==> config.mk <==
export PLATFORM = sky130hd
export DESIGN_NAME = fetchUnit
export DESIGN_NICKNAME = d
export VERILOG_FILES = /design/src/hdl/cpuPkg.sv /design/src/hdl/fetchUnit.sv
export SDC_FILE = /design/constraint.sdc
export NUM_CORES = 1
export LEC_CHECK = 0
export ABC_AREA = 0
export BUFFER_PORTS_ARGS = -buffer_cell sky130_fd_sc_hd__buf_4
export CAP_MARGIN = 20
export CORE_MARGIN = 4
export CORE_UTILIZATION = 45
export DETAILED_ROUTE_END_ITERATION = 6
export HOLD_SLACK_MARGIN = 0.1
export PLACE_DENSITY_LB_ADDON = 0.12
export REMOVE_ABC_BUFFERS = 1
export SLEW_MARGIN = 10
export SYNTH_ARGS = -nofsm -noshare
export SYNTH_HDL_FRONTEND = slang
export SYNTH_SLANG_ARGS = --single-unit
==> constraint.sdc <==
create_clock -name clk -period 2.4 [get_ports clk]
set_input_delay 0.36 -clock clk [delete_from_list [all_inputs] [get_ports clk]]
set_output_delay 0.36 -clock clk [all_outputs]
set_load 0.05 [all_outputs]
==> src/hdl/cpuPkg.sv <==
`default_nettype none

package cpuPkg;

	// Datapath widths
	typedef logic [31:0] word_t;
	typedef logic [4:0] regAddr_t;
	typedef logic [5:0] funct_t;
	typedef logic [4:0] shamt_t;
	typedef logic [5:0] opcode_t;

	// Supported opcodes
	localparam opcode_t OP_RTYPE = 6'h00;
	localparam opcode_t OP_ADDI = 6'h08;
	localparam opcode_t OP_SLTI = 6'h0A;
	localparam opcode_t OP_ANDI = 6'h0C;
	localparam opcode_t OP_ORI = 6'h0D;
	localparam opcode_t OP_XORI = 6'h0E;
	localparam opcode_t OP_LW = 6'h23;
	localparam opcode_t OP_SW = 6'h2B;

	// ALU operations, same encoding as the R-type funct field
	localparam funct_t FUNCT_SLL = 6'h00;
	localparam funct_t FUNCT_SRL = 6'h02;
	localparam funct_t FUNCT_SRA = 6'h03;
	localparam funct_t FUNCT_ADD = 6'h20;
	localparam funct_t FUNCT_SUB = 6'h22;
	localparam funct_t FUNCT_AND = 6'h24;
	localparam funct_t FUNCT_OR = 6'h25;
	localparam funct_t FUNCT_XOR = 6'h26;
	localparam funct_t FUNCT_SLT = 6'h2A;

	// Shared memory, 1 KB of words
	localparam int MEM_WORDS = 256;
	localparam int MEM_ADDR_BITS = 8;

	// Architectural registers
	localparam int REG_COUNT = 32;

endpackage

`default_nettype wire

==> src/hdl/fetchUnit.sv <==
`timescale 1ns/1ps
`default_nettype none

module fetchUnit
	import cpuPkg::*;
(
	input logic clk,
	input logic rst,
	input logic advance,
	output word_t pcAddress,
	output word_t fetchedPc
);

	word_t pc;

	// PC steps one word per advancing edge
	// fetchedPc trails by one to match the registered instruction read
	always_ff @(posedge clk or negedge rst) begin
		if (!rst) begin
			pc <= '0;
			fetchedPc <= '0;
		end else if (advance) begin
			fetchedPc <= pc;
			pc <= pc + 32'd4;
		end
	end

	assign pcAddress = pc;

	pcAlignCheck: assert property (
		@(posedge clk) disable iff (!rst)
		pcAddress[1:0] == 2'b00 && fetchedPc[1:0] == 2'b00
	) else $error("PC lost word alignment");

endmodule

`default_nettype wire

==> impl_results.md <==
- Hold Slack: 0.104 ns
- Power Density: 899 mW/mm2
- Fillers: 500
- Min Tclk post-route: 1.94 ns
- Worst Skew: 0.00509 ns
- GRT Util Overall: 0.147
- Outcome: finished clean
- Unrepaired setup endpoints after global routing: false
- Total CTS buffers: 9
- Synth top area share: 0.587
- Number of max-cap violations: 0
- Port bufs: 62
- Top post-synthesis cells by area: dfrtp_1 (59%), mux2_2 (14%), xnor2_1 (5.8%)
- VDD IR max: 0.745 mV
- Initial antenna violation count: 0
- RR Endpoint: pcAddress[14]
- Type of the worst setup path: reg -> reg
- Worst path required time: 2.64 ns
- Leakage: 1.66 nW
- Ys Warns: 0
- CORE AREA: 0.00551 mm2
- Number of synthesized flops with an enable pin: 0
- H-tree levels: 3
- Maximum number of buffers from clock root to sink: 2
- Worst slew pin tran: 0.738 ns
- DIE AREA: 0.00695 mm2
- DRC Markers: 0
- Most frequent cells in the layout: buf_4 (63), dfrtp_1 (60), mux2_2 (31)
- Period utilisation layout: 0.806
- Crit-path max FO: 6
- Reg-to-reg startpoint: pcAddress[2]
- Final nets: 261
- Seq/Total Area, Yosys: 0.587
- Final hold violations: 0
- CTS Sinks: 60
- Syn Area/Cell: 13.5 um2
- Vias/cell: 4.98
- WL/cell: 14.3 um
- Cts hold-fix bufs: 0
- Synth Flop Type: dfrtp_1
- DR iter-0 viols: 31
- Largest net degree at the start of global routing: 61
- R2r setup slk: 0.46 ns
- Yosys reg bits: 60
- Die Wd: 83.4 um
- IO Pins: 67
- Post-synthesis cell area: 0.00256 mm2
- Share of cells above drive strength 1: 0.450
- Row count: 27
- Startpoint types: flop
- Worst-Skew Late Latency: 0.32 ns
- Grt ovf: 0
- Post-cts resize count: 0
- First-pass GRT wire length: 8.11 mm
- Fin util: 0.591
- Worst EP arrival: 2.17 ns
- Fmax: 517 MHz
- Number of global-route vias before repair: 1650
- Hold WC Path Type: in -> async
- Async S/R FF share, synth: 1.00
- Die height: 83.4 um
- Synth area leader: dfrtp_1
- Met3 WL: 295 um
- CTS tree: yes
- Root Buffer Master: clkbuf_8
- Area Overhead vs Synth: 27.2%
- Most common cell after layout, fill and taps aside: buf_4
- Reg clk slew, reported paths: 0.06 ns
- Final Wtd Congestion: 0.677
- Max Slew Vio Count: 0
- Dpl hpwl: 3.29 mm
- Final ANT Viol Nets: 0
- Sum of negative setup slack: 0 ns
- Max Used Layer: met4
- Distinct cells, synth: 28
- Storage cell area: 0.00150 mm2
- Via count: 1653
- # Post-CTS Setup Buffers: 0
- Worst R2R Path Depth: 5
- Multi-input logic area: 0.00100 mm2
- Wirelength, routed: 4.76 mm
- Syn Inst Count: 189
- TritonRoute pass-1 iters: 4
- Initial Util: 0.464
- Relative slew slack: 0.508
- Diodes inserted: 0
- WL met2: 2.17 mm
- Final setup viols: 0
- Worst setup EP type: flop
- Overall power: 0.00292 W
- WL met1: 2.20 mm
power by group:
part | internal, W | switching (W)
combinational | 0.000269 | 0.000593
clock | 0.000444 | 0.000351
sequential | 0.00113 | 0.000133
metal layers:
layer  track usage  up-vias
li1              -      788
met5             0        -
met4        0.0713        0
met2         0.213       50
met1         0.194      807
met3        0.0526        8
synthesized netlist by cell type (2+ instances only):
cell type	instances
xor2_1	12
inv_1	3
nor3_2	3
nand4_1	6
dfrtp_1	60
nand2_1	11
nor2_1	7
and3_1	3
and4_1	3
buf_2	4
xnor2_1	17
mux2_2	31
nand3_1	9
nor4_4	2
buf_4	4
and2_1	2
cells by family after synthesis:
family | Yosys count | synth area share
AND/OR/NAND/NOR | 55 | 0.145
adder cells (fa/ha/maj) | 1 | 0.00489
flip-flops | 60 | 0.587
multiplexers | 31 | 0.137
other | 1 | 0.00147
buffers and inverters | 12 | 0.0255
XOR/XNOR | 29 | 0.0994
how the worst max path moves through the flow:
stage,start,cells past startpoint,to,slack (ns)
2_1_floorplan,pcAddress[2],5,pcAddress[30],0.31
3_3_place_gp,advance,5,pcAddress[14],0.42
3_5_place_dp,advance,5,pcAddress[22],0.44
4_1_cts,pcAddress[2],5,pcAddress[14],0.41
5_1_grt,pcAddress[2],5,pcAddress[14],0.31
6_report,pcAddress[2],5,pcAddress[14],0.46
sequential cells by signal, indices dropped and copies added (netlist names):
name / count
pcAddress: 30
fetchedPc: 30
metrics by stage:
stage	instance area (um2)	worst slack (ns)	cells
final	3250	0.465	332
after global routing	3250	0.309	332
after CTS	3250	0.409	332
after detailed placement	3080	0.440	318
after global placement	3080	0.424	318
after floorplan	2510	0.309	183
layout make-up:
type,count,share of cell area
Clock buffer,12,0.0508
Clock inverter,2,0.00308
Tap cell,72,0.0277
Inverter,3,0.00346
Timing Repair Buffer,63,0.145
Sequential cell,60,0.462
Multi-Input combinational cell,120,0.308
critical path, cell delays in order, from the launching register on:
cell	delay [ns]
dfrtp_1	0.43
ha_1	0.19
and4_1	0.25
or4b_1	0.63
nor2_1	0.18
xor2_1	0.18
No activity file was read; power rests on OpenSTA's default activity.
