[config.mk]
export PLATFORM = sky130hd
export DESIGN_NAME = decoder
export DESIGN_NICKNAME = d
export VERILOG_FILES = /design/src/hdl/cpuPkg.sv /design/src/hdl/decoder.sv
export SDC_FILE = /design/constraint.sdc
export NUM_CORES = 1
export LEC_CHECK = 0
export BUFFER_PORTS_ARGS = -buffer_cell sky130_fd_sc_hd__buf_2
export CAP_MARGIN = 0
export CORE_MARGIN = 2
export CORE_UTILIZATION = 34
export DETAILED_ROUTE_END_ITERATION = 7
export PLACE_DENSITY = 0.95
export SETUP_SLACK_MARGIN = 0.05
export SLEW_MARGIN = 15
export SYNTH_ARGS = -nofsm -noshare
export SYNTH_HDL_FRONTEND = slang
export SYNTH_SLANG_ARGS = --single-unit
[constraint.sdc]
create_clock -name vclk -period 3
set_input_delay 0.6 -clock vclk [all_inputs]
set_output_delay 0.6 -clock vclk [all_outputs]
set_load 0.02 [all_outputs]
[src/hdl/cpuPkg.sv]
`default_nettype none

package cpuPkg;

	// Datapath widths
	typedef logic [31:0] word_t;
	typedef logic [4:0] regAddr_t;
	typedef logic [5:0] funct_t;
	typedef logic [4:0] shamt_t;
	typedef logic [5:0] opcode_t;

	// Supported opcodes
	localparam opcode_t OP_RTYPE = 6'h00;
	localparam opcode_t OP_ADDI = 6'h08;
	localparam opcode_t OP_SLTI = 6'h0A;
	localparam opcode_t OP_ANDI = 6'h0C;
	localparam opcode_t OP_ORI = 6'h0D;
	localparam opcode_t OP_XORI = 6'h0E;
	localparam opcode_t OP_LW = 6'h23;
	localparam opcode_t OP_SW = 6'h2B;

	// ALU operations, same encoding as the R-type funct field
	localparam funct_t FUNCT_SLL = 6'h00;
	localparam funct_t FUNCT_SRL = 6'h02;
	localparam funct_t FUNCT_SRA = 6'h03;
	localparam funct_t FUNCT_ADD = 6'h20;
	localparam funct_t FUNCT_SUB = 6'h22;
	localparam funct_t FUNCT_AND = 6'h24;
	localparam funct_t FUNCT_OR = 6'h25;
	localparam funct_t FUNCT_XOR = 6'h26;
	localparam funct_t FUNCT_SLT = 6'h2A;

	// Shared memory, 1 KB of words
	localparam int MEM_WORDS = 256;
	localparam int MEM_ADDR_BITS = 8;

	// Architectural registers
	localparam int REG_COUNT = 32;

endpackage

`default_nettype wire

[src/hdl/decoder.sv]
`timescale 1ns/1ps
`default_nettype none

module decoder
	import cpuPkg::*;
(
	input word_t instrData,
	output regAddr_t rsAddress,
	output regAddr_t rtAddress,
	output regAddr_t writeAddress,
	output logic regWrite,
	output logic useImmediate,
	output logic memRead,
	output logic memWrite,
	output funct_t funct,
	output shamt_t shamt,
	output word_t immediate
);

	opcode_t opcode;
	regAddr_t rdAddress;
	logic [15:0] rawImmediate;
	logic signExtend;
	logic writesRd;
	logic writesReg;

	// Instruction fields
	assign opcode = instrData[31:26];
	assign rsAddress = instrData[25:21];
	assign rtAddress = instrData[20:16];
	assign rdAddress = instrData[15:11];
	assign rawImmediate = instrData[15:0];

	// Defaults describe a sign-extended I-type ALU op writing rt
	always_comb begin
		funct = FUNCT_ADD;
		shamt = '0;
		useImmediate = 1'b1;
		signExtend = 1'b1;
		writesRd = 1'b0;
		writesReg = 1'b1;
		memRead = 1'b0;
		memWrite = 1'b0;
		case (opcode)
			OP_RTYPE: begin
				funct = instrData[5:0];
				shamt = instrData[10:6];
				useImmediate = 1'b0;
				writesRd = 1'b1;
			end
			OP_ADDI: funct = FUNCT_ADD;
			OP_SLTI: funct = FUNCT_SLT;
			OP_ANDI: begin
				funct = FUNCT_AND;
				signExtend = 1'b0;
			end
			OP_ORI: begin
				funct = FUNCT_OR;
				signExtend = 1'b0;
			end
			OP_XORI: begin
				funct = FUNCT_XOR;
				signExtend = 1'b0;
			end
			// Address is rs plus offset
			OP_LW: memRead = 1'b1;
			OP_SW: begin
				memWrite = 1'b1;
				writesReg = 1'b0;
			end
			default: writesReg = 1'b0;
		endcase
	end

	assign immediate = signExtend ? {{16{rawImmediate[15]}}, rawImmediate}
		: {16'd0, rawImmediate};
	assign writeAddress = writesRd ? rdAddress : rtAddress;

	// Register zero never takes a write
	assign regWrite = writesReg && (writeAddress != '0);

endmodule

`default_nettype wire

==> results.json <==
{
  "routabilityCongestion": 0.874,
  "cp-start-kind": "input pin",
  "firstDrtPassIters": 4,
  "die_x_um": 47.9,
  "fillers": 211,
  "num_vias": 745,
  "finalCritPeriodShare": 0.848,
  "fp-row-count": 15,
  "grt_pass1_wl_um": 2370,
  "grt_pass1_vias": 571,
  "drtIter0Drc": 14,
  "drc": 0,
  "powerDensity_nw_per_um2": 169,
  "cts_hold_buf": 0,
  "yosysMostFrequentCell": "buf_4",
  "finalHoldViolations": 0,
  "dp_hpwl_um": 1530,
  "setup_viol": 0,
  "seq_cells": 0,
  "synth_common_cells": "buf_4, nand2_1, and2_1",
  "synth_area_leaders": "buf_4, nand2_1, and2_1",
  "postRouteAntennaNets": 0,
  "final_area_um2": 764,
  "die_y_um": 47.9,
  "netlist_area_um2": 654,
  "leakagePower_nw": 0.455,
  "yosys_warnings": 0,
  "relSlewSlack": 0.554,
  "diodes": 0,
  "crit_type": "input pin to output pin",
  "required_ps": 2400,
  "pwr-share-comb": 1.000,
  "worstPathCellList": "buf_2, or3_4, nor2b_4, inv_2, nor3_2, nor4_1, buf_2",
  "peakVddDrop_mv": 0.0595,
  "synth_area_per_cell_um2": 6.75,
  "place_area_um2": 764,
  "die-area_um2": 2290,
  "wl_per_cell_um": 10.7,
  "coreArea_um2": 1760,
  "endpoint_kind": "output pin",
  "start_util": 0.371,
  "switching_share": 0.645,
  "netlist_instances": 97,
  "track_usage": 0.136,
  "fin_tns_setup_ps": 0,
  "slowest_delay_ps": 420,
  "regArea_um2": 0,
  "grt_start_max_net_pins": 17,
  "path_buf_inv": 3,
  "rsz0062_at_grt": "no",
  "cts_setup_buffers": 0,
  "layout_min_cycle_time_ps": 2540,
  "seqPwrFrac": 0,
  "power_frac_clock": 0,
  "io-pin-count": 94,
  "maxCapViolations": 0,
  "syn_nets": 129,
  "netlist.top_cell.by_area": "buf_4",
  "num-nets-final": 170,
  "layout-drive-gt1-share": 0.654,
  "clock_buffers": 0,
  "viasPerCell": 4.63,
  "finalMaxSlewViolations": 0,
  "p_sw_uw": 83.2,
  "internal-power_uw": 45.7,
  "syn_to_final_growth_pct": 16.8,
  "grt_overflow": 0,
  "arrival_ps": 1940,
  "cp_top_family": "simple AND/OR/NAND/NOR gates",
  "hold_class": "input pin to output pin",
  "cp_max_fo": 14,
  "antenna_found_initial": 0,
  "critPathSlowestCell": "or3_4",
  "netlist.area_leader.share": 0.505,
  "cts_resized": 0,
  "max_freq_mhz": 393,
  "tightest_slew_ps": 668,
  "synth_seq_area_share": 0,
  "wl_um": 1720,
  "synth_cell_types": 24,
  "outcome": "finished, final reports clean",
  "cp_common_cell": "buf_2",
  "port_buffers": 84
}
[per-stage QoR]
| stage | power [mW] | util | std cells | setup WS [ps] | hold WS (ps) |
|---|---|---|---|---|---|
| finish | 0.129 | 0.433 | 161 | 456 | 1200 |
| floorplan | 0.121 | - | 97 | 399 | 1280 |
| global route | 0.140 | 0.433 | 161 | 310 | 1200 |
| global placement | 0.129 | 0.433 | 161 | 498 | 1200 |
| detailed placement | 0.130 | 0.433 | 161 | 450 | 1200 |
| CTS | 0.130 | 0.433 | 161 | 446 | 1200 |
[final timing paths]
kind,start,to,slack [ps],depth (start not counted)
hold / removal,instrData[21],rsAddress[0],1200,0
setup / recovery,instrData[26],regWrite,460,7
[layout make-up]
cell class                 instances  area (um2)  area share
tap                               25        31.3      0.0409
multi-input combinational         51         309       0.404
inverter                           1        3.75     0.00491
timing repair buffer              84         420       0.550
[power by group through the flow]
stage | logic, mW | registers (mW) | clock network, mW
2_1_floorplan | 0.121 | 0 | 0
3_3_place_gp | 0.129 | 0 | 0
3_5_place_dp | 0.130 | 0 | 0
4_1_cts | 0.130 | 0 | 0
5_1_grt | 0.140 | 0 | 0
6_report | 0.129 | 0 | 0
[cells by family (layout without fill, tap and decap cells)]
family,count (synthesis),count (layout),share of synthesized area
buffers and inverters,46,85,0.528
AO/OA/AOI/OAI,9,9,0.111
AND/OR/NAND/NOR,42,42,0.361
[cell usage in the layout (no fill, tap or decap)]
cell type / count
buf_2: 84
inv_2: 1
nor2b_4: 1
o32a_1: 1
or4_1: 2
a2111oi_0: 1
nor4b_1: 2
a211oi_1: 1
nor3_1: 2
nand3_1: 1
nor2b_1: 1
or3_4: 1
a21boi_0: 1
and2_1: 6
nor2_1: 1
a21oi_1: 1
o22a_1: 2
nand2b_1: 1
nor3_2: 2
o21ba_1: 1
a31oi_1: 1
nand2_1: 19
nor4_1: 3
[layer usage]
layer,vias up,share of wire,GRT usage
met2,53,0.53,0.280
met3,0,0.12,0.0151
met5,-,0,0
met1,329,0.35,0.154
met4,0,0,0
li1,363,-,-
Note: power is estimated with default switching activity, not from simulation.
