### src/hdl/cpuPkg.sv
`default_nettype none

package cpuPkg;

	// Datapath widths
	typedef logic [31:0] word_t;
	typedef logic [4:0] regAddr_t;
	typedef logic [5:0] funct_t;
	typedef logic [4:0] shamt_t;
	typedef logic [5:0] opcode_t;

	// Supported opcodes
	localparam opcode_t OP_RTYPE = 6'h00;
	localparam opcode_t OP_ADDI = 6'h08;
	localparam opcode_t OP_SLTI = 6'h0A;
	localparam opcode_t OP_ANDI = 6'h0C;
	localparam opcode_t OP_ORI = 6'h0D;
	localparam opcode_t OP_XORI = 6'h0E;
	localparam opcode_t OP_LW = 6'h23;
	localparam opcode_t OP_SW = 6'h2B;

	// ALU operations, same encoding as the R-type funct field
	localparam funct_t FUNCT_SLL = 6'h00;
	localparam funct_t FUNCT_SRL = 6'h02;
	localparam funct_t FUNCT_SRA = 6'h03;
	localparam funct_t FUNCT_ADD = 6'h20;
	localparam funct_t FUNCT_SUB = 6'h22;
	localparam funct_t FUNCT_AND = 6'h24;
	localparam funct_t FUNCT_OR = 6'h25;
	localparam funct_t FUNCT_XOR = 6'h26;
	localparam funct_t FUNCT_SLT = 6'h2A;

	// Shared memory, 1 KB of words
	localparam int MEM_WORDS = 256;
	localparam int MEM_ADDR_BITS = 8;

	// Architectural registers
	localparam int REG_COUNT = 32;

endpackage

`default_nettype wire

### src/hdl/registerFile.sv
`timescale 1ns/1ps
`default_nettype none

module registerFile
	import cpuPkg::*;
(
	input logic clk,
	input logic rst,
	input regAddr_t rsAddress,
	input regAddr_t rtAddress,
	input regAddr_t writeAddress,
	input logic writeEnable,
	input word_t writeData,
	output word_t readValue0,
	output word_t readValue1
);

	word_t regs [REG_COUNT];

	always_ff @(posedge clk or negedge rst) begin
		if (!rst) begin
			for (int i = 0; i < REG_COUNT; i++) begin
				regs[i] <= '0;
			end
		end else if (writeEnable) begin
			regs[writeAddress] <= writeData;
		end
	end

	// Reads see a same-cycle write so writeback and decode can overlap
	assign readValue0 = (rsAddress == '0) ? '0
		: (writeEnable && writeAddress == rsAddress) ? writeData : regs[rsAddress];
	assign readValue1 = (rtAddress == '0) ? '0
		: (writeEnable && writeAddress == rtAddress) ? writeData : regs[rtAddress];

	zeroWriteCheck: assert property (
		@(posedge clk) disable iff (!rst)
		!(writeEnable && writeAddress == '0)
	) else $error("Write aimed at register zero reached the register file");

endmodule

`default_nettype wire

### config.mk
export PLATFORM = sky130hd
export DESIGN_NAME = registerFile
export DESIGN_NICKNAME = d
export VERILOG_FILES = /design/src/hdl/cpuPkg.sv /design/src/hdl/registerFile.sv
export SDC_FILE = /design/constraint.sdc
export NUM_CORES = 2
export LEC_CHECK = 0
export BUFFER_PORTS_ARGS = -buffer_cell sky130_fd_sc_hd__clkbuf_2
export CORE_ASPECT_RATIO = 1.75
export CORE_MARGIN = 10
export CORE_UTILIZATION = 25
export DETAILED_ROUTE_END_ITERATION = 16
export PLACE_DENSITY_LB_ADDON = 0.05
export SLEW_MARGIN = 10
export SYNTH_ARGS = -nofsm -noshare
export SYNTH_HDL_FRONTEND = slang
export SYNTH_SLANG_ARGS = --single-unit
### constraint.sdc
create_clock -name clk -period 2.3 [get_ports clk]
set_input_delay 0.345 -clock clk [delete_from_list [all_inputs] [get_ports clk]]
set_output_delay 0.345 -clock clk [all_outputs]
set_load 0.02 [all_outputs]
==> metrics.txt <==
status finished with violations; failing checks negative setup slack; total length of routed wires ~270000 um; max reg flops about 1000; Setup violations, final 64; fraction of layout cells with a size suffix above 1 0.628; First-pass DRT Iterations 5; Initial Util 0.251; dominant cell type by area after synthesis dfrtp_1; Die ar. 240000 um^2; worst clock skew 0 ns; num ports around 110; critical path class register to primary output; Top Registers regs (1024); Worst Slack Setup Final -0.675 ns; P per Cell Area 830 nW/um^2; CP arrival 2.63 ns; Most flops, register regs; Yosys top cell area share 0.465; Switching Share 0.292; Seq pwr share 0.414; Peak Freq approximately 340 MHz; WL per Instance 37.4 um; Worst Tran Pin Value 0.782 ns; Syn Inst Count 3751; switching pwr between 0.015 and 0.02 W; Site Rows between 200 and 250; top cells by count, synth mux2_2 (1093), dfrtp_1 (1024), mux4_2 (420), clkbuf_1 (169), mux2i_1 (150); core area between 200000 and 250000 um^2; first-pass GRT wire length ~370000 um; minimum clock period after layout between 2 and 3 ns; total CTS buffers 116; Critical-path top delay cell mux4_2; Area after DPL 64500 um^2; grt ovf 0; ys flop type dfrtp_1; DRC Markers 0; Port Buffers 113; vias per cell 5.25; CTS tree built; Final Cycle Share 1.29; Routability Congestion ~0.76; Seq/Total Area, Yosys 0.465; Int Power 0.0416 W; critical path's largest stage delay 0.52 ns; initial antenna violation count 12; Post-synth EDFFs 0; vias in the first global route 41300; Total Routing Usage GR 0.220; Hold Fails Final Rpt 0; Syn. warnings 0; die height 641 um; Synth Cell Area 55100 um^2; FFs w/ async S/R, synth 1.00; Filler cells roughly 22000; H-Tree Level Count 3; top cells by area, synth dfrtp_1 (47%), mux2_2 (22%), mux4_2 (17%); Hold WS 0.0658 ns; Max-cap violations 0; design area 70700 um^2; syn avg cell area 14.7 um^2; Worst Setup SP regs[536]; syn_nets 3801; largest net degree at the start of global routing 60; antenna-violating nets left 0; FF-to-FF Start regs[643]; hold path start writeData[25]; Slew Viols, Final 0; Comb pwr share 0.236; clock sink count between 1000 and 1500; Static Leakage about 30 nW; worst hold path type primary input to register; 1st-iter DRT viols roughly 2100; vias 37700; clock power share 0.350; synthesis-to-finish area growth 28.4%; CP endpoint kind primary output; Clock transition at path regs 0.06 ns; CP required 1.96 ns; RSZ-0062 raised after global routing yes; Rel. slew slack 0.477; count leader, synth mux2_2; HPWL Detailed 179000 um; clock root buffer master clkbuf_16; NumNets Final 4270; CP startpoint kind register; CTS max path bufs 3; CP Cell Sequence buf_6 > mux4_2 > a211oi_4 > nand2_1 > a32o_2 > buf_8; Clk Latency, worst-skew pair roughly 0.71 ns; peak supply drop 0.632 mV; post-synthesis cell type count 50; die width 375 um; crit-path max FO 2; Synth Register Bits between 1000 and 1500
[kinds of logic after synthesis]
logic type | share of synthesized area
AOI/OAI and AO/OA | 0.0525
buffers and inverters | 0.0373
DFF | 0.465
xor gates and xnor gates | 0.00159
and+or+nand+nor | 0.0208
muxes | 0.423
[layout by cell type, fill, tap and decap left out, types with 36 or more instances in the layout]
cell / n
mux2_2: 1091
dfrtp_1: 1024
buf_4: 427
mux4_2: 420
buf_12: 181
mux2i_1: 146
clkbuf_16: 120
nand2_1: 82
o22ai_1: 69
a22oi_1: 57
clkbuf_2: 48
a22oi_2: 47
clkbuf_8: 39
o221ai_1: 36
[metal layers]
layer / vias up / GRT usage / share of wire
met5: - / 0 / 0.00015
met4: 8 / 0.0547 / 0.028
met3: 277 / 0.0212 / 0.025
met2: 703 / 0.404 / 0.53
met1: 21100 / 0.273 / 0.42
li1: 15600 / - / -
[path summary, 6_finish.rpt]
kind	to	slack, ns	cells after the start
worst max-delay path	readValue0[24]	-0.68	6
worst min-delay path	regs[473]	0.07	2
worst max register to register	regs[643]	1.30	3
worst min register to register	regs[400]	0.52	1
max in group asynchronous	regs[174]	1.15	4
min in group asynchronous	regs[345]	0.18	2
[final cells by class]
type | instances | area, um^2 | area share
Clock buffer | 175 | 3450 | 0.0488
Timing Repair Buffer | 754 | 8410 | 0.119
Inverter | 3 | 11.3 | 0.000159
Tap cell | 2862 | 3580 | 0.0506
Sequential cell | 1024 | 25600 | 0.362
Multi-Input combinational cell | 2321 | 29000 | 0.410
Antenna cell | 3 | 7.51 | 0.000106
Clock inverter | 36 | 626 | 0.00885
[power groups by stage]
stage                     Combinational, W  Sequential (W)  Clock [W]
after floorplan                    0.00854          0.0234          0
after global placement              0.0129          0.0246          0
after detailed placement            0.0130          0.0246          0
after CTS                           0.0138          0.0243     0.0212
after global routing                0.0148          0.0248     0.0218
final                               0.0138          0.0243     0.0206
[worst max-delay path, delay by kind of cell, from the launching register on]
| family | cells | cell delay, ns |
|---|---|---|
| compound gates | 2 | 0.60 |
| mux | 1 | 0.52 |
| flops | 1 | 0.39 |
| buf+inv | 2 | 0.27 |
| simple gates | 1 | 0.11 |
[per-stage QoR]
| stage | instances | power (W) | TNS (ns) | utilization | setup slack, ns |
|---|---|---|---|---|---|
| after floorplan | 3751 | 0.0320 | -0.391 | - | -0.0210 |
| after global routing | 7177 | 0.0614 | -37.22 | 0.323 | -0.745 |
| after global placement | 6936 | 0.0375 | -64.21 | 0.295 | -1.09 |
| final | 7178 | 0.0587 | -31.18 | 0.323 | -0.675 |
| after CTS | 7158 | 0.0593 | -38.34 | 0.320 | -0.810 |
| after detailed placement | 6936 | 0.0377 | -64.37 | 0.295 | -1.09 |
[repair_timing]
action,CTS,global route
resized for setup,302,138
pin swaps,139,82
cloned,2,1
endpoints found under the setup margin,64,64
hold buffers,7,0
buffers inserted,19,19
hold endpoints to repair,167,0
Note: power is estimated with default switching activity, not from simulation.
