==> src/hdl/cpuPkg.sv <==
`default_nettype none

package cpuPkg;

	// Datapath widths
	typedef logic [31:0] word_t;
	typedef logic [4:0] regAddr_t;
	typedef logic [5:0] funct_t;
	typedef logic [4:0] shamt_t;
	typedef logic [5:0] opcode_t;

	// Supported opcodes
	localparam opcode_t OP_RTYPE = 6'h00;
	localparam opcode_t OP_ADDI = 6'h08;
	localparam opcode_t OP_SLTI = 6'h0A;
	localparam opcode_t OP_ANDI = 6'h0C;
	localparam opcode_t OP_ORI = 6'h0D;
	localparam opcode_t OP_XORI = 6'h0E;
	localparam opcode_t OP_LW = 6'h23;
	localparam opcode_t OP_SW = 6'h2B;

	// ALU operations, same encoding as the R-type funct field
	localparam funct_t FUNCT_SLL = 6'h00;
	localparam funct_t FUNCT_SRL = 6'h02;
	localparam funct_t FUNCT_SRA = 6'h03;
	localparam funct_t FUNCT_ADD = 6'h20;
	localparam funct_t FUNCT_SUB = 6'h22;
	localparam funct_t FUNCT_AND = 6'h24;
	localparam funct_t FUNCT_OR = 6'h25;
	localparam funct_t FUNCT_XOR = 6'h26;
	localparam funct_t FUNCT_SLT = 6'h2A;

	// Shared memory, 1 KB of words
	localparam int MEM_WORDS = 256;
	localparam int MEM_ADDR_BITS = 8;

	// Architectural registers
	localparam int REG_COUNT = 32;

endpackage

`default_nettype wire

==> src/hdl/alu.sv <==
`timescale 1ns/1ps
`default_nettype none

module alu
	import cpuPkg::*;
(
	input word_t dataIn0,
	input word_t dataIn1,
	input funct_t funct,
	input shamt_t shamt,
	output word_t result
);

	logic lessThan;

	// Signed compare for SLT and SLTI
	assign lessThan = $signed(dataIn0) < $signed(dataIn1);

	always_comb begin
		case (funct)
			// Shifts act on the second operand, as in MIPS
			FUNCT_SLL: result = dataIn1 << shamt;
			FUNCT_SRL: result = dataIn1 >> shamt;
			FUNCT_SRA: result = word_t'($signed(dataIn1) >>> shamt);
			FUNCT_ADD: result = dataIn0 + dataIn1;
			FUNCT_SUB: result = dataIn0 - dataIn1;
			FUNCT_AND: result = dataIn0 & dataIn1;
			FUNCT_OR: result = dataIn0 | dataIn1;
			FUNCT_XOR: result = dataIn0 ^ dataIn1;
			FUNCT_SLT: result = {31'd0, lessThan};
			default: result = '0;
		endcase
	end

endmodule

`default_nettype wire

==> config.mk <==
export PLATFORM = sky130hd
export DESIGN_NAME = alu
export DESIGN_NICKNAME = d
export VERILOG_FILES = /design/src/hdl/cpuPkg.sv /design/src/hdl/alu.sv
export SDC_FILE = /design/constraint.sdc
export NUM_CORES = 1
export LEC_CHECK = 0
export BUFFER_PORTS_ARGS = -buffer_cell sky130_fd_sc_hd__buf_2
export CORE_AREA = 2 2 133 135
export DETAILED_ROUTE_END_ITERATION = 10
export DIE_AREA = 0 0 135 137
export PLACE_DENSITY = 0.76
export SYNTH_ARGS = -nofsm -noshare
export SYNTH_HDL_FRONTEND = slang
export SYNTH_SLANG_ARGS = --single-unit
==> constraint.sdc <==
create_clock -name vclk -period 5.7
set_input_delay 1.71 -clock vclk [all_inputs]
set_output_delay 1.71 -clock vclk [all_outputs]
set_load 0.03 [all_outputs]
==> results.json, run 1 <==
{
  "haltStage": "global routing",
  "ys_top_cells_by_area": "mux4_2 14%, ha_1 14%, mux2i_1 7.9%, nor2_1 5.7%, a21oi_1 5.1%",
  "synth_area_per_cell_um2": 7.23,
  "grt_usage_pct": 79.9,
  "grt-ovfl-total": 83,
  "worst-ep-kind": "primary output",
  "num_io_pins": 107,
  "syn_inst": 1268,
  "dp_slack_ns": -0.695,
  "grt_max_degree": 77,
  "port_buffers": 107,
  "synth_fp_nets": 1445,
  "yosysWarnings": 0,
  "toolErrorMsg": "[ERROR GRT-0232] Routing congestion too high. Check the congestion heatmap in the GUI.",
  "die-height_um": 137,
  "dp_hpwl_um": 37100,
  "yosysTopAreaCell": "mux4_2",
  "synth_cell_types": 81,
  "ys_seq_area_share_pct": 0,
  "status": "aborted with a tool error",
  "worst_endpoint": "result[26]",
  "initial_core_util_pct": 53.7,
  "synth_area_um2": 9170,
  "holdBufCountCts": 0,
  "rows": 48,
  "yosysTopAreaCellShare_pct": 14.5,
  "place_congestion": 1.16,
  "die_width_um": 135
}
[per-stage QoR]
stage	instances	cell area (um^2)	TNS (ns)
global placement	1895	12800	-10.44
floorplan	1268	9290	-0.234
CTS	1939	14300	-5.15
detailed placement	1895	12800	-11.94
[layer usage]
metal | global-route usage (%) | GRT overflow
met3 | 63.9 | 0
met1 | 81.1 | 3
met2 | 96.0 | 42
met5 | 35.0 | 0
met4 | 78.4 | 38
[synthesized netlist by cell type (20+ instances only)]
library cell  number
a21o_1            20
a21oi_1           93
buf_2             21
clkbuf_1          64
ha_1             100
inv_1             99
mux2i_1           72
mux4_2            59
nand2_1           92
nand3_1           23
nor2_1           139
nor3_1            35
o211ai_1          23
o21ai_0           62
o22ai_1           33
[repair_timing]
action,in CTS
resized for setup,264
cloned,1
pin swaps,76
setup buffers,44
endpoints found under the setup margin,30
[cells by family after synthesis]
logic type / after synthesis / synth area share (%)
xor gates and xnor gates: 5 / 0.478
adders and majority gates: 102 / 14.1
AOI/OAI and AO/OA: 436 / 33.2
muxes: 147 / 24.6
and+or+nand+nor: 375 / 18.8
buffers and inverters: 203 / 8.84
==> run 2: changes to the inputs <==
CORE_AREA = 2 2 155 157   (was 2 2 133 135)
DIE_AREA = 0 0 157 159   (was 0 0 135 137)
PLACE_DENSITY = unset   (was 0.76)
PLACE_DENSITY_LB_ADDON = 0.15   (was unset)
clock period = 7.4 ns   (was 5.7 ns; I/O delays follow)
==> run 2 against run 1 <==
  * The run now ends clean
  * Synthesized area stayed put
  * Synthesized cell count stayed put
==> results.json, run 2 <==
{
  "status": "finished clean",
  "drtAntennaViolNets": 0,
  "design.seq.count": 0,
  "max_freq_ghz": 0.136,
  "initial_core_util_pct": 39.5,
  "via_count": 11200,
  "setup_viol": 0,
  "powerDensity_nw_per_um2": 78.6,
  "remaining_drc_errors": 0,
  "path_cells": "buf_2 > inv_1 > ha_4 > nand3_1 > buf_4 > or3_1 > a211oi_2 > buf_4 > nor4_4 > o21bai_2 > a31oi_2 > a221o_1 > a221o_1 > buf_6",
  "finalMaxSlewViolations": 0,
  "drive_gt1_share_pct": 28.1,
  "yosysTopAreaCell": "mux4_2",
  "hold_path_class": "in2out",
  "rsz0062_at_grt": "true",
  "power.leakage_uw": 0.00498,
  "place_congestion": 1.00,
  "clkbuf_count": 0,
  "slowest_delay_ns": 0.38,
  "syn_inst": 1268,
  "num_io_pins": 107,
  "slew_headroom_pct": 44.1,
  "fin_crit_sh_pct": 99.5,
  "coreArea_um2": 23200,
  "start_kind": "primary input",
  "die_width_um": 157,
  "yosysTopAreaCellShare_pct": 14.5,
  "grt_pass1_vias": 10500,
  "min_period_ns": 7.37,
  "rows": 56,
  "crit_type": "in2out",
  "antenna_found_initial": 0,
  "via_per_inst": 6.39,
  "yosysWarnings": 0,
  "synth_cell_types": 81,
  "ys_seq_area_share_pct": 0,
  "dr.pass1.iters": 6,
  "synth_area_um2": 9170,
  "crit_family": "compound AO/OA/AOI/OAI gates",
  "die_area_um2": 25000,
  "worstHoldStart": "funct[4]",
  "grt_max_degree": 77,
  "routed_wl_um": 44000,
  "slowest_stage": "a221o_1",
  "ys_top_cells_by_count": "139 x nor2_1, 100 x ha_1, 99 x inv_1",
  "layout_common_cells": "152 x buf_4, 138 x nor2_1, 99 x buf_2",
  "area_growth_pct": 22.1,
  "critPathMaxFanout": 4,
  "dpl_cell_area_um2": 10900,
  "synth.most_common_cell": "nor2_1",
  "n_fill_cell": 2422,
  "grt_usage_pct": 34.2,
  "cap_violations": 0,
  "die-height_um": 159,
  "wl_per_cell_um": 25.2,
  "grt-ovfl-total": 0,
  "critPathArrivalTime_ns": 5.15,
  "tightestPinTransition_ns": 0.828,
  "final_area_um2": 11200,
  "hold_viol": 0,
  "grt_pass1_wl_um": 65800,
  "drtIter0Drc": 1261,
  "diodes": 0,
  "endpoint_kind": "output port",
  "synth_area_per_cell_um2": 7.23,
  "layout_commonest_cell": "buf_4",
  "nNetsFinal": 1606,
  "cp-startpoint": "dataIn1[13]",
  "vdd_drop_max_v": 0.0000434,
  "ys_top_cells_by_area": "mux4_2 14%, ha_1 14%, mux2i_1 7.9%, nor2_1 5.7%, a21oi_1 5.1%",
  "cp.required_ns": 5.18,
  "holdBufCountCts": 0,
  "seqCellArea_um2": 0,
  "synth_fp_nets": 1445,
  "power_uw": 880,
  "cp_num_buf_inv": 5,
  "port_buffers": 107,
  "dp_hpwl_um": 35600
}
==> run 2: cell counts after synthesis <==
No cell type changed its count.
==> run 2: power by group <==
| group | internal [uW] | switching (uW) |
|---|---|---|
| logic | 349 | 531 |
| clock network | 0 | 0 |
| registers | 0 | 0 |
==> run 2: kinds of logic after synthesis <==
group / share of synthesized area (%)
adders and majority gates: 14.1
xor gates and xnor gates: 0.478
and+or+nand+nor: 18.8
buffers and inverters: 8.84
AOI/OAI and AO/OA: 33.2
muxes: 24.6
==> run 2: what timing repair did <==
| action | 4_1_cts | 5_1_grt |
|---|---|---|
| setup endpoints to repair | 5 | 16 |
| endpoints found under the hold margin | 0 | 0 |
| gates resized for setup | 10 | 56 |
| buffers inserted | 0 | 3 |
| pin swaps | 2 | 13 |
==> run 2: layout make-up <==
type	count	area, um^2	share of cell area (%)
Multi-Input combinational cell	1065	8630	77.1
Timing Repair Buffer	262	1790	16.0
Inverter	100	375	3.35
Tap cell	319	399	3.56
==> run 2: metal layers <==
metal | routed length, um | track usage (%) | vias up
met2 | 19700 | 53.7 | 597
met3 | 3300 | 2.59 | 111
li1 | - | - | 5121
met4 | 2510 | 15.2 | 0
met5 | 0 | 0 | -
met1 | 18400 | 48.0 | 5331
==> run 2: path summary, 6_finish.rpt <==
path         end  slack (ns)  cells past startpoint
max   result[24]        0.03                     14
min    result[0]        5.13                      5
==> run 2: stage by stage <==
step / instances / util [%] / TNS (ns) / setup slack [ns] / hold WS, ns
4_1_cts: 1743 / 47.1 / 0 / 0.00557 / 5.12
3_5_place_dp: 1743 / 46.9 / -0.356 / -0.102 / 5.12
5_1_grt: 1746 / 48.3 / -0.150 / -0.0454 / 5.17
3_3_place_gp: 1743 / 46.9 / -0.211 / -0.105 / 5.11
6_report: 1746 / 48.3 / 0 / 0.0348 / 5.13
2_1_floorplan: 1268 / - / 0 / 0.372 / 4.89
(Power assumes the default switching activity.)
==> run 3: changes to the inputs <==
CORE_AREA = 2 2 146 148   (was 2 2 155 157)
DIE_AREA = 0 0 148 150   (was 0 0 157 159)
==> run 3 against run 2 <==
  * Sequential cell count did not move
  * Wire length down 2.3%
  * Via count is 1.3% higher
  * Maximum frequency is 0.14% lower
  * Clock-buffer cell count is the same
  * Power shrank 1.1%
  * Hold slack better by 0.0070 ns
  * Utilization up 5.4 points
  * Combinational power decreased by 1%
  * Global-route usage up 3.1 points
  * Critical path type unchanged
  * Highest routed layer unchanged
==> results.json, run 3 (synthesis results as in run 2) <==
{
  "critPathArrivalTime_ns": 5.16,
  "place_congestion": 1.02,
  "die_area_um2": 22200,
  "cp-startpoint": "dataIn1[14]",
  "clkbuf_count": 0,
  "hold_viol": 0,
  "vdd_drop_max_v": 0.0000553,
  "rsz0062_at_grt": "true",
  "max_freq_ghz": 0.136,
  "grt_pass1_wl_um": 63700,
  "remaining_drc_errors": 0,
  "power_uw": 870,
  "wl_met1_um": 17200,
  "via_per_inst": 6.65,
  "dp_hpwl_um": 35200,
  "fin_crit_sh_pct": 99.7,
  "port_buffers": 107,
  "grt-ovfl-total": 0,
  "coreArea_um2": 20700,
  "dp_slack_ns": -0.0866,
  "slew_headroom_pct": 47.6,
  "layout_common_cells": "153 x buf_4, 138 x nor2_1, 99 x buf_2",
  "grt_max_degree": 45,
  "dr.pass1.iters": 7,
  "num_io_pins": 107,
  "wl_per_cell_um": 25.3,
  "antenna_found_initial": 1,
  "power.leakage_uw": 0.00495,
  "n_fill_cell": 2123,
  "routed_wl_um": 43000,
  "grt_usage_pct": 37.4,
  "hold_path_class": "in2out",
  "min_period_ns": 7.38,
  "start_kind": "primary input",
  "highest-signal-layer": "met4",
  "die_width_um": 148,
  "powerDensity_nw_per_um2": 78.3,
  "diodes": 0,
  "area_growth_pct": 21.2,
  "endpoint_kind": "output port",
  "wl_met3_um": 3650,
  "endpoint": "result[24]",
  "grt_pass1_vias": 10500,
  "finalWorstSetupSlack_ns": 0.0247,
  "die-height_um": 150,
  "status": "finished clean",
  "holdBufCountCts": 0,
  "wl_met2_um": 19500,
  "nNetsFinal": 1604,
  "seqCellArea_um2": 0,
  "setup_viol": 0,
  "tightestPinTransition_ns": 0.779,
  "drtAntennaViolNets": 0,
  "drive_gt1_share_pct": 27.9,
  "rows": 53,
  "via_count": 11300,
  "drtIter0Drc": 1122,
  "critPathMaxFanout": 5,
  "initial_core_util_pct": 44.3,
  "finalMaxSlewViolations": 0,
  "cap_violations": 0,
  "layout_commonest_cell": "buf_4",
  "crit_type": "in2out",
  "design.seq.count": 0,
  "cp.required_ns": 5.18
}
[run 3: cell types whose count changed in the layout (fill, tap and decap cells not counted), sizes merged]
cell / before / now
buf: 260 / 259
clkbuf: 2 / 1
[run 3: layout make-up]
class	count	area (um^2)	share of cell area, %
Inverter	100	375	3.38
Multi-Input combinational cell	1065	8630	77.6
Tap cell	275	344	3.10
Timing Repair Buffer	260	1770	15.9
[run 3: stage by stage]
stage / area (um^2) / setup TNS (ns) / std cells / hold WS, ns / util [%]
3_5_place_dp: 10800 / -0.242 / 1699 / 5.13 / 52.3
3_3_place_gp: 10800 / -0.173 / 1699 / 5.12 / 52.3
2_1_floorplan: 9170 / 0 / 1268 / 4.89 / -
5_1_grt: 11100 / -0.0319 / 1700 / 5.18 / 53.7
4_1_cts: 10900 / -0.00848 / 1699 / 5.13 / 52.5
6_report: 11100 / 0 / 1700 / 5.14 / 53.7
[run 3: worst min path at each step]
stage / startpoint / to / slack (ns) / depth (start not counted)
after global routing: funct[4] / result[0] / 5.18 / 5
final: funct[4] / result[0] / 5.14 / 5
after global placement: funct[4] / result[0] / 5.12 / 5
after CTS: funct[4] / result[0] / 5.13 / 5
after detailed placement: funct[4] / result[0] / 5.13 / 5
after floorplan: funct[4] / result[0] / 4.89 / 3
[run 3: per-layer routing]
metal,vias up,global-route usage (%)
met4,0,18.7
met1,5355,49.4
met5,-,0
met2,702,60.6
met3,121,3.93
li1,5125,-
[run 3: critical path: stages]
cell	delay (ns)
buf_2	0.14
inv_1	0.10
ha_4	0.31
nand3_2	0.12
buf_4	0.17
or3_1	0.38
a211oi_2	0.21
buf_4	0.17
nor4_2	0.04
o21bai_1	0.25
a31oi_1	0.14
a221o_1	0.36
a221o_1	0.38
buf_6	0.16
[run 3: power by group]
part           internal [uW]  switching, uW  total (uW)  leakage (uW)
clock                      0              0           0             0
sequential                 0              0           0             0
combinational            347            523         870       0.00495
total                    347            523         870       0.00495
[run 3: repair_timing]
item	CTS	global route
endpoints found under the setup margin	4	16
buffers inserted	0	1
pin swaps	2	11
resized for setup	8	55
